[config.mk]
export PLATFORM = sky130hd
export DESIGN_NAME = csr_index_engine
export DESIGN_NICKNAME = d
export VERILOG_FILES = /design/src/verilog/csr_engine_pkg.sv /design/src/verilog/csr_index_engine.sv /design/src/verilog/csr_index_generator.sv /design/src/verilog/csr_index_lane.sv /design/src/verilog/csr_packet_merger.sv /design/src/verilog/csr_response_router.sv
export SDC_FILE = /design/constraint.sdc
export NUM_CORES = 1
export LEC_CHECK = 0
export ABC_AREA = 1
export BUFFER_PORTS_ARGS = -buffer_cell sky130_fd_sc_hd__buf_2
export CAP_MARGIN = 5
export CORE_ASPECT_RATIO = 1.4
export CORE_MARGIN = 4
export CORE_UTILIZATION = 50
export DETAILED_ROUTE_END_ITERATION = 8
export GPL_TIMING_DRIVEN = 1
export HOLD_SLACK_MARGIN = 0.12
export PLACE_DENSITY = 0.74
export SYNTH_ARGS = -nofsm -noshare
export SYNTH_HDL_FRONTEND = slang
export SYNTH_HIERARCHICAL = 1
export SYNTH_SLANG_ARGS = --single-unit
[constraint.sdc]
create_clock -name ap_clk -period 10.2 [get_ports ap_clk]
set_input_delay 2.04 -clock ap_clk [delete_from_list [all_inputs] [get_ports ap_clk]]
set_output_delay 2.04 -clock ap_clk [all_outputs]
set_load 0.005 [all_outputs]
[src/verilog/csr_engine_pkg.sv]
`default_nettype none

package csr_engine_pkg;

    // -------------------------------------------------------------------------
    // Lane layout
    // -------------------------------------------------------------------------
    // Number of lane units, vertex id low bits pick the lane
    localparam int NUM_LANES = 4;
    localparam int LANE_IDX_W = 2;

    // Records held per lane before it pushes back on the memory strobe
    localparam int LANE_DEPTH = 2;

    // -------------------------------------------------------------------------
    // Bus and record widths
    // -------------------------------------------------------------------------
    // Wishbone byte address
    localparam int ADDR_W = 32;
    // One CSR index word, start offset high, end offset low
    localparam int DATA_W = 64;
    // Vertex id and vertex count
    localparam int VERTEX_W = 32;
    // Edge offsets, degree uses the same width
    localparam int OFFSET_W = 32;

    // Byte distance between consecutive index words
    localparam int INDEX_STRIDE_BYTES = 8;

    // -------------------------------------------------------------------------
    // Generator FSM
    // -------------------------------------------------------------------------
    typedef enum logic [1:0] {
        gen_idle,
        gen_issue,
        gen_wait_ack,
        gen_finish
    } gen_state_t;

endpackage

`default_nettype wire

[src/verilog/csr_index_engine.sv]
`timescale 1ns/1ps
`default_nettype none

module csr_index_engine (
    input  logic                                  ap_clk,
    input  logic                                  areset_csr_engine,
    input  logic                                  start,
    input  logic [csr_engine_pkg::ADDR_W-1:0]     desc_base_addr,
    input  logic [csr_engine_pkg::VERTEX_W-1:0]   desc_first_vertex,
    input  logic [csr_engine_pkg::VERTEX_W-1:0]   desc_vertex_count,
    output logic                                  wb_cyc,
    output logic                                  wb_stb,
    output logic [csr_engine_pkg::ADDR_W-1:0]     wb_adr,
    input  logic                                  wb_ack,
    input  logic [csr_engine_pkg::DATA_W-1:0]     wb_dat,
    output logic                                  out_valid,
    input  logic                                  out_rd_en,
    output logic [csr_engine_pkg::VERTEX_W-1:0]   out_vertex,
    output logic [csr_engine_pkg::OFFSET_W-1:0]   out_offset,
    output logic [csr_engine_pkg::OFFSET_W-1:0]   out_degree,
    output logic                                  done
);

    // -------------------------------------------------------------------------
    // Generator side
    // -------------------------------------------------------------------------
    logic                                gen_cyc;
    logic                                gen_stb;
    logic                                gen_ack;
    logic [csr_engine_pkg::ADDR_W-1:0]   gen_adr;
    logic [csr_engine_pkg::VERTEX_W-1:0] gen_vertex;
    logic                                issue_done;

    // Router to lanes, shared write data
    logic [csr_engine_pkg::NUM_LANES-1:0] lane_wr_en;
    logic [csr_engine_pkg::NUM_LANES-1:0] lane_full;
    logic [csr_engine_pkg::VERTEX_W-1:0]  lane_vertex;
    logic [csr_engine_pkg::OFFSET_W-1:0]  lane_start;
    logic [csr_engine_pkg::OFFSET_W-1:0]  lane_end;

    // Lane heads toward the merger
    logic [csr_engine_pkg::NUM_LANES-1:0] rec_valid;
    logic [csr_engine_pkg::NUM_LANES-1:0] rec_pop;
    logic [csr_engine_pkg::VERTEX_W-1:0]  rec_vertex [csr_engine_pkg::NUM_LANES];
    logic [csr_engine_pkg::OFFSET_W-1:0]  rec_offset [csr_engine_pkg::NUM_LANES];
    logic [csr_engine_pkg::OFFSET_W-1:0]  rec_degree [csr_engine_pkg::NUM_LANES];

    csr_index_generator u_generator (
        .ap_clk            (ap_clk),
        .areset_csr_engine (areset_csr_engine),
        .start             (start),
        .desc_base_addr    (desc_base_addr),
        .desc_first_vertex (desc_first_vertex),
        .desc_vertex_count (desc_vertex_count),
        .gen_ack           (gen_ack),
        .gen_cyc           (gen_cyc),
        .gen_stb           (gen_stb),
        .gen_adr           (gen_adr),
        .gen_vertex        (gen_vertex),
        .issue_done        (issue_done)
    );

    csr_response_router u_router (
        .gen_cyc     (gen_cyc),
        .gen_stb     (gen_stb),
        .gen_adr     (gen_adr),
        .gen_vertex  (gen_vertex),
        .wb_ack      (wb_ack),
        .wb_dat      (wb_dat),
        .lane_full   (lane_full),
        .gen_ack     (gen_ack),
        .wb_cyc      (wb_cyc),
        .wb_stb      (wb_stb),
        .wb_adr      (wb_adr),
        .lane_wr_en  (lane_wr_en),
        .lane_vertex (lane_vertex),
        .lane_start  (lane_start),
        .lane_end    (lane_end)
    );

    // One lane per vertex residue
    for (genvar g = 0; g < csr_engine_pkg::NUM_LANES; g++) begin : g_lane
        csr_index_lane u_lane (
            .ap_clk            (ap_clk),
            .areset_csr_engine (areset_csr_engine),
            .wr_en             (lane_wr_en[g]),
            .wr_vertex         (lane_vertex),
            .wr_start          (lane_start),
            .wr_end            (lane_end),
            .rec_pop           (rec_pop[g]),
            .full              (lane_full[g]),
            .rec_valid         (rec_valid[g]),
            .rec_vertex        (rec_vertex[g]),
            .rec_offset        (rec_offset[g]),
            .rec_degree        (rec_degree[g])
        );
    end

    csr_packet_merger u_merger (
        .ap_clk            (ap_clk),
        .areset_csr_engine (areset_csr_engine),
        .rec_valid         (rec_valid),
        .rec_vertex        (rec_vertex),
        .rec_offset        (rec_offset),
        .rec_degree        (rec_degree),
        .issue_done        (issue_done),
        .out_rd_en         (out_rd_en),
        .rec_pop           (rec_pop),
        .out_valid         (out_valid),
        .out_vertex        (out_vertex),
        .out_offset        (out_offset),
        .out_degree        (out_degree),
        .done              (done)
    );

endmodule

`default_nettype wire

[src/verilog/csr_index_generator.sv]
`timescale 1ns/1ps
`default_nettype none

module csr_index_generator (
    input  logic                                  ap_clk,
    input  logic                                  areset_csr_engine,
    input  logic                                  start,
    input  logic [csr_engine_pkg::ADDR_W-1:0]     desc_base_addr,
    input  logic [csr_engine_pkg::VERTEX_W-1:0]   desc_first_vertex,
    input  logic [csr_engine_pkg::VERTEX_W-1:0]   desc_vertex_count,
    input  logic                                  gen_ack,
    output logic                                  gen_cyc,
    output logic                                  gen_stb,
    output logic [csr_engine_pkg::ADDR_W-1:0]     gen_adr,
    output logic [csr_engine_pkg::VERTEX_W-1:0]   gen_vertex,
    output logic                                  issue_done
);

    csr_engine_pkg::gen_state_t state;

    // Descriptor copy and walk position
    logic [csr_engine_pkg::ADDR_W-1:0]   base_addr;
    logic [csr_engine_pkg::VERTEX_W-1:0] vertex;
    logic [csr_engine_pkg::VERTEX_W-1:0] remaining;
    logic [csr_engine_pkg::ADDR_W-1:0]   vertex_offset;

    logic accept;
    logic last_read;
    logic bus_active;

    // Finish behaves as idle for a new descriptor
    assign accept = start &&
                    (state == csr_engine_pkg::gen_idle || state == csr_engine_pkg::gen_finish);
    assign last_read = (remaining == 1);

    // Single read per cycle, strobe tracks cycle
    assign bus_active = (state == csr_engine_pkg::gen_issue) ||
                        (state == csr_engine_pkg::gen_wait_ack);
    assign gen_cyc = bus_active;
    assign gen_stb = bus_active;

    // Word address, stable while waiting since vertex only moves on ack
    assign vertex_offset = vertex * csr_engine_pkg::INDEX_STRIDE_BYTES;
    assign gen_adr = base_addr + vertex_offset;
    assign gen_vertex = vertex;

    assign issue_done = (state == csr_engine_pkg::gen_finish);

    // -------------------------------------------------------------------------
    // State register
    // -------------------------------------------------------------------------
    always_ff @(posedge ap_clk) begin
        if (areset_csr_engine) begin
            state <= csr_engine_pkg::gen_idle;
        end else begin
            case (state)
                csr_engine_pkg::gen_idle, csr_engine_pkg::gen_finish: begin
                    // Empty range skips straight to finish
                    if (accept) begin
                        state <= (desc_vertex_count == 0) ? csr_engine_pkg::gen_finish
                                                          : csr_engine_pkg::gen_issue;
                    end
                end
                csr_engine_pkg::gen_issue, csr_engine_pkg::gen_wait_ack: begin
                    if (gen_ack) begin
                        state <= last_read ? csr_engine_pkg::gen_finish
                                           : csr_engine_pkg::gen_issue;
                    end else begin
                        state <= csr_engine_pkg::gen_wait_ack;
                    end
                end
                default: state <= csr_engine_pkg::gen_idle;
            endcase
        end
    end

    // -------------------------------------------------------------------------
    // Walk position
    // -------------------------------------------------------------------------
    always_ff @(posedge ap_clk) begin
        if (accept) begin
            base_addr <= desc_base_addr;
            vertex    <= desc_first_vertex;
            remaining <= desc_vertex_count;
        end else if (bus_active && gen_ack) begin
            // Next vertex in ascending order
            vertex    <= vertex + 1'b1;
            remaining <= remaining - 1'b1;
        end
    end

endmodule

`default_nettype wire

[src/verilog/csr_index_lane.sv]
`timescale 1ns/1ps
`default_nettype none

module csr_index_lane (
    input  logic                                  ap_clk,
    input  logic                                  areset_csr_engine,
    input  logic                                  wr_en,
    input  logic [csr_engine_pkg::VERTEX_W-1:0]   wr_vertex,
    input  logic [csr_engine_pkg::OFFSET_W-1:0]   wr_start,
    input  logic [csr_engine_pkg::OFFSET_W-1:0]   wr_end,
    input  logic                                  rec_pop,
    output logic                                  full,
    output logic                                  rec_valid,
    output logic [csr_engine_pkg::VERTEX_W-1:0]   rec_vertex,
    output logic [csr_engine_pkg::OFFSET_W-1:0]   rec_offset,
    output logic [csr_engine_pkg::OFFSET_W-1:0]   rec_degree
);

    // Record storage
    logic [csr_engine_pkg::VERTEX_W-1:0] buf_vertex [csr_engine_pkg::LANE_DEPTH];
    logic [csr_engine_pkg::OFFSET_W-1:0] buf_offset [csr_engine_pkg::LANE_DEPTH];
    logic [csr_engine_pkg::OFFSET_W-1:0] buf_degree [csr_engine_pkg::LANE_DEPTH];

    logic [$clog2(csr_engine_pkg::LANE_DEPTH)-1:0]   wr_ptr;
    logic [$clog2(csr_engine_pkg::LANE_DEPTH)-1:0]   rd_ptr;
    logic [$clog2(csr_engine_pkg::LANE_DEPTH+1)-1:0] count;

    logic [csr_engine_pkg::OFFSET_W-1:0] wr_degree;
    logic push;
    logic pop;

    // Degree of the incoming vertex
    assign wr_degree = wr_end - wr_start;

    // Vertices without edges never take a slot
    assign push = wr_en && (wr_degree != 0);
    assign pop  = rec_pop && rec_valid;

    assign full      = (count == csr_engine_pkg::LANE_DEPTH);
    assign rec_valid = (count != 0);

    // Head of the buffer
    assign rec_vertex = buf_vertex[rd_ptr];
    assign rec_offset = buf_offset[rd_ptr];
    assign rec_degree = buf_degree[rd_ptr];

    // -------------------------------------------------------------------------
    // Pointers and occupancy
    // -------------------------------------------------------------------------
    always_ff @(posedge ap_clk) begin
        if (areset_csr_engine) begin
            wr_ptr <= '0;
            rd_ptr <= '0;
            count  <= '0;
        end else begin
            if (push) begin
                wr_ptr <= (int'(wr_ptr) == csr_engine_pkg::LANE_DEPTH - 1) ? '0 : wr_ptr + 1'b1;
            end
            if (pop) begin
                rd_ptr <= (int'(rd_ptr) == csr_engine_pkg::LANE_DEPTH - 1) ? '0 : rd_ptr + 1'b1;
            end
            // Simultaneous push and pop keeps the count
            case ({push, pop})
                2'b10:   count <= count + 1'b1;
                2'b01:   count <= count - 1'b1;
                default: ;
            endcase
        end
    end

    always_ff @(posedge ap_clk) begin
        if (push) begin
            buf_vertex[wr_ptr] <= wr_vertex;
            buf_offset[wr_ptr] <= wr_start;
            buf_degree[wr_ptr] <= wr_degree;
        end
    end

endmodule

`default_nettype wire

[src/verilog/csr_packet_merger.sv]
`timescale 1ns/1ps
`default_nettype none

module csr_packet_merger (
    input  logic                                  ap_clk,
    input  logic                                  areset_csr_engine,
    input  logic [csr_engine_pkg::NUM_LANES-1:0]  rec_valid,
    input  logic [csr_engine_pkg::VERTEX_W-1:0]   rec_vertex [csr_engine_pkg::NUM_LANES],
    input  logic [csr_engine_pkg::OFFSET_W-1:0]   rec_offset [csr_engine_pkg::NUM_LANES],
    input  logic [csr_engine_pkg::OFFSET_W-1:0]   rec_degree [csr_engine_pkg::NUM_LANES],
    input  logic                                  issue_done,
    input  logic                                  out_rd_en,
    output logic [csr_engine_pkg::NUM_LANES-1:0]  rec_pop,
    output logic                                  out_valid,
    output logic [csr_engine_pkg::VERTEX_W-1:0]   out_vertex,
    output logic [csr_engine_pkg::OFFSET_W-1:0]   out_offset,
    output logic [csr_engine_pkg::OFFSET_W-1:0]   out_degree,
    output logic                                  done
);

    // Last lane served, search starts just after it
    logic [csr_engine_pkg::LANE_IDX_W-1:0] last_lane;
    logic [csr_engine_pkg::LANE_IDX_W-1:0] pick;
    logic pick_valid;
    logic load;

    // -------------------------------------------------------------------------
    // Round-robin pick
    // -------------------------------------------------------------------------
    always_comb begin
        logic [csr_engine_pkg::LANE_IDX_W-1:0] idx;
        pick       = last_lane;
        pick_valid = 1'b0;
        // Walk from farthest to nearest so the nearest valid lane wins
        for (int i = csr_engine_pkg::NUM_LANES; i >= 1; i--) begin
            idx = last_lane + i[csr_engine_pkg::LANE_IDX_W-1:0];
            if (rec_valid[idx]) begin
                pick       = idx;
                pick_valid = 1'b1;
            end
        end
    end

    // Refill when empty or drained this cycle
    assign load = pick_valid && (!out_valid || out_rd_en);

    always_comb begin
        rec_pop = '0;
        if (load) begin
            rec_pop[pick] = 1'b1;
        end
    end

    // -------------------------------------------------------------------------
    // Output register and done flag
    // -------------------------------------------------------------------------
    always_ff @(posedge ap_clk) begin
        if (areset_csr_engine) begin
            out_valid <= 1'b0;
            last_lane <= '0;
            done      <= 1'b0;
        end else begin
            if (load) begin
                out_valid <= 1'b1;
                last_lane <= pick;
            end else if (out_rd_en) begin
                out_valid <= 1'b0;
            end
            // Whole range issued and nothing left anywhere
            done <= issue_done && (rec_valid == '0) && !out_valid;
        end
    end

    // Payload holds under back-pressure
    always_ff @(posedge ap_clk) begin
        if (load) begin
            out_vertex <= rec_vertex[pick];
            out_offset <= rec_offset[pick];
            out_degree <= rec_degree[pick];
        end
    end

endmodule

`default_nettype wire

[src/verilog/csr_response_router.sv]
`timescale 1ns/1ps
`default_nettype none

module csr_response_router (
    input  logic                                  gen_cyc,
    input  logic                                  gen_stb,
    input  logic [csr_engine_pkg::ADDR_W-1:0]     gen_adr,
    input  logic [csr_engine_pkg::VERTEX_W-1:0]   gen_vertex,
    input  logic                                  wb_ack,
    input  logic [csr_engine_pkg::DATA_W-1:0]     wb_dat,
    input  logic [csr_engine_pkg::NUM_LANES-1:0]  lane_full,
    output logic                                  gen_ack,
    output logic                                  wb_cyc,
    output logic                                  wb_stb,
    output logic [csr_engine_pkg::ADDR_W-1:0]     wb_adr,
    output logic [csr_engine_pkg::NUM_LANES-1:0]  lane_wr_en,
    output logic [csr_engine_pkg::VERTEX_W-1:0]   lane_vertex,
    output logic [csr_engine_pkg::OFFSET_W-1:0]   lane_start,
    output logic [csr_engine_pkg::OFFSET_W-1:0]   lane_end
);

    // Lane chosen by vertex modulo lane count
    logic [csr_engine_pkg::LANE_IDX_W-1:0] target_lane;

    assign target_lane = gen_vertex[csr_engine_pkg::LANE_IDX_W-1:0];

    // Cycle and address pass through, strobe waits for room in the lane
    assign wb_cyc = gen_cyc;
    assign wb_stb = gen_stb && !lane_full[target_lane];
    assign wb_adr = gen_adr;
    assign gen_ack = wb_ack;

    // Index word split, start offset in upper half
    assign lane_vertex = gen_vertex;
    assign lane_start  = wb_dat[csr_engine_pkg::DATA_W-1 -: csr_engine_pkg::OFFSET_W];
    assign lane_end    = wb_dat[csr_engine_pkg::OFFSET_W-1:0];

    // Write lands in the lane during the ack cycle itself
    always_comb begin
        lane_wr_en = '0;
        if (gen_cyc && wb_stb && wb_ack) begin
            lane_wr_en[target_lane] = 1'b1;
        end
    end

endmodule

`default_nettype wire
==> results.toml <==
[run_status]
status = "completed"

[final_layout]
area_growth_pct = 9.46
drive_above_1_share = 0.169
seqCellArea_mm2 = 0.0294
stdcell_area_mm2 = 0.0616
multi_input_area_mm2 = 0.0212
final_cells = 7942
fill_cells = 10100
fin_nets = 6707
fin_util = 0.551

[grt]
gr-total-overflow = 0
grt_start_max_net_pins = 135
track_usage = 0.269
top_usage_layer = "met2"
first_global_vias = 41300
met1_usage = 0.338
use_met3 = 0.0315
use_met2 = 0.464
antenna_found_initial = 20
grt_pass1_wl_um = 242000

[route]
dr.pass1.iters = 6
dr.first_iter.drc_count = 3756
wl_per_cell_um = 20.6
route.detailed.drc = 0
totalWireLength_um = 163000
vias_per_cell = 5.33
ant_nets = 0
vias = 42300

[floorplanning]
chipWidth_um = 292
start_util = 0.504
die_area_mm2 = 0.118
num_rows = 145
core_area_mm2 = 0.112
io_pins = 297
die_h_um = 405

[critical_path]
crit_fanout = 39
crit_family = "simple AND/OR/NAND/NOR gates"
worst_ep_required_time_ns = 10.52
crit_path_end_kind = "flop"
cp_common_cell = "nand2_1"
path_cells = "buf_2, ha_1, fa_1, inv_1, nand3_1, nand3_1, nand3_1, nand3_1, nand2_1, nand2_1, nand2_1, nand2_1, nor2_1, nand2_1, nor2_1, nand3_2, nand2_1, nor2_4, buf_4"
slowest_delay_ns = 0.76
start_kind = "input pin"
cpMaxStageDelayCell = "nor2_4"
arrival_ns = 6.19
worst-path-buf-inv = 3
criticalPathCategory = "in2reg"

[synthesis]
ys.warnings.count = 6
ys_seq_elements = 986
avgSynthCellArea_um2 = 9.03
synth_cells = 6230
netlist.area_leader.share = 0.512
ys_seq_area_frac = 0.522
synth_area_leaders = "edfxtp_1, nand2_1, mux2_2"
yosysTopAreaCell = "edfxtp_1"
yosysUniqueCellTypes = 43
syn_area_mm2 = 0.0563
syn_nets = 6560

[clock_network]
cts_buffers = 95
clk_latency_ns = 0.70
post-cts-setup-buffers = 0
cts_resized = 0
clockRootBuffer = "clkbuf_16"
htree_num_levels = 3
cts_tree = "built"
clkTransAtPathRegs_ns = 0.06
cts.sinks = 986
cts_max_path_buffers = 3
cts_hold_buf = 0

[timing]
clock_skew_ns = 0.0442
hold_violations = 0
rsz0062_at_grt = "no"
slew_violations = 0
fin_crit_sh = 0.576
clock.fmax_ghz = 0.170
relSlewSlack = 0.221
setup_viol = 0
fin_setup_tns_ns = 0
worst_pin_slew_ns = 1.17
fin_crit_ns = 5.88

[placement]
placed_cell_area_mm2 = 0.0583
io_buffers = 296
dp.cells = 7750
hpwl_um = 118000
gp_congestion = 0.984

[power]
ir_drop_mv = 0.170
power.leakage_uw = 0.0279
p_per_area_mw_per_mm2 = 192

[worst_hold_path]
hold_path.class = "reg2reg"

[run]
maxCapViolCount = 0
-- placed cells by master (no fill, tap or decap), types with 19 or more instances in the layout --
| cell | synthesis | layout |
|---|---|---|
| xnor2_1 | 41 | 41 |
| clkinv_2 | 0 | 19 |
| nand2_1 | 1988 | 1987 |
| clkinv_1 | 9 | 21 |
| nand3_2 | 28 | 27 |
| ha_1 | 160 | 160 |
| nor2_1 | 337 | 332 |
| inv_2 | 36 | 35 |
| nand2_2 | 66 | 65 |
| edfxtp_1 | 960 | 960 |
| nand3b_1 | 20 | 20 |
| xor2_1 | 46 | 46 |
| dfxtp_1 | 26 | 22 |
| o21ai_0 | 47 | 47 |
| clkbuf_16 | 0 | 95 |
| nand4_1 | 38 | 38 |
| buf_2 | 67 | 296 |
| buf_4 | 147 | 29 |
| a21oi_1 | 107 | 107 |
| nand3_1 | 471 | 471 |
| nor2_2 | 47 | 47 |
| mux2_2 | 384 | 384 |
| inv_1 | 1044 | 1038 |
-- state kept, by name, indices dropped and copies added (netlist names), named ones only --
signal	count
g_lane.u_lane/buf_degree	256
g_lane.u_lane/buf_offset	256
g_lane.u_lane/buf_vertex	256
g_lane.u_lane/count	8
g_lane.u_lane/rd_ptr	4
g_lane.u_lane/wr_ptr	4
u_generator/base_addr	32
u_generator/gen_vertex	32
u_generator/remaining	32
u_generator/state	2
u_merger/done	1
u_merger/last_lane	2
u_merger/out_degree	32
u_merger/out_offset	32
u_merger/out_valid	1
u_merger/out_vertex	32
-- where the power goes --
part           leakage (uW)  switching [uW]  internal, uW
logic                0.0174            2100           866
registers           0.00895             264          4910
clock network       0.00159            1580          2140
-- synthesized netlist by cell type (all sizes together) --
cell    number
nand2     2058
inv       1080
edfxtp     960
nand3      499
nor2       395
mux2       384
buf        241
ha         160
a21oi      114
o21ai       56
xor2        46
xnor2       41
nand4       38
clkbuf      35
dfxtp       26
nor3        24
nand3b      23
clkinv       9
a21o         7
a31oi        7
and2         6
o21bai       6
fa           5
nor4         4
or2          3
a22oi        1
nor3b        1
o211ai       1
-- final timing paths --
kind              slack [ns]                                 end  depth (start not counted)                 startpoint
setup / recovery        4.32  g_lane[0].u_lane/buf_offset[0][25]                         19                 wb_dat[32]
hold / removal          0.45                                flop                          1    g_lane[1].u_lane/rd_ptr
setup reg to reg        5.48              u_merger/out_degree[7]                         15  g_lane[3].u_lane/count[0]
hold reg to reg         0.45                                flop                          1    g_lane[1].u_lane/rd_ptr
-- logic make-up (layout without fill, tap and decap cells) --
logic type | after synthesis | after routing | share of synthesized area
and+or+nand+nor | 3051 | 3051 | 0.230
buffers and inverters | 1365 | 1590 | 0.102
DFF | 986 | 986 | 0.522
muxes | 384 | 384 | 0.0768
AOI/OAI and AO/OA | 192 | 192 | 0.0186
adders and majority gates | 165 | 165 | 0.0374
xor gates and xnor gates | 87 | 87 | 0.0135
other | 0 | 17 | 0
-- area by class of cell --
cell class                 instances  share of cell area
sequential                       986               0.477
inverter                        1089              0.0666
tap                             1470              0.0299
timing repair buffer             326              0.0279
clock buffer                     109              0.0394
antenna                           17            0.000691
clock inverter                    66              0.0140
multi-input combinational       3879               0.345
-- per-stage QoR --
step / worst slack (ns) / hold WS (ns) / total power (uW)
finish: 4.32 / 0.447 / 11900
global route: 4.14 / 0.471 / 12400
CTS: 4.39 / 0.449 / 11900
detailed placement: 3.65 / 0.440 / 8170
global placement: 3.63 / 0.427 / 8130
floorplan: 1.81 / 0.425 / 7200
-- metal layers --
metal	vias up	share of wire
li1	20200	-
met1	20200	0.39
met2	1531	0.49
met3	326	0.066
met4	0	0.050
met5	-	0
Note: power is estimated with default switching activity, not from simulation.
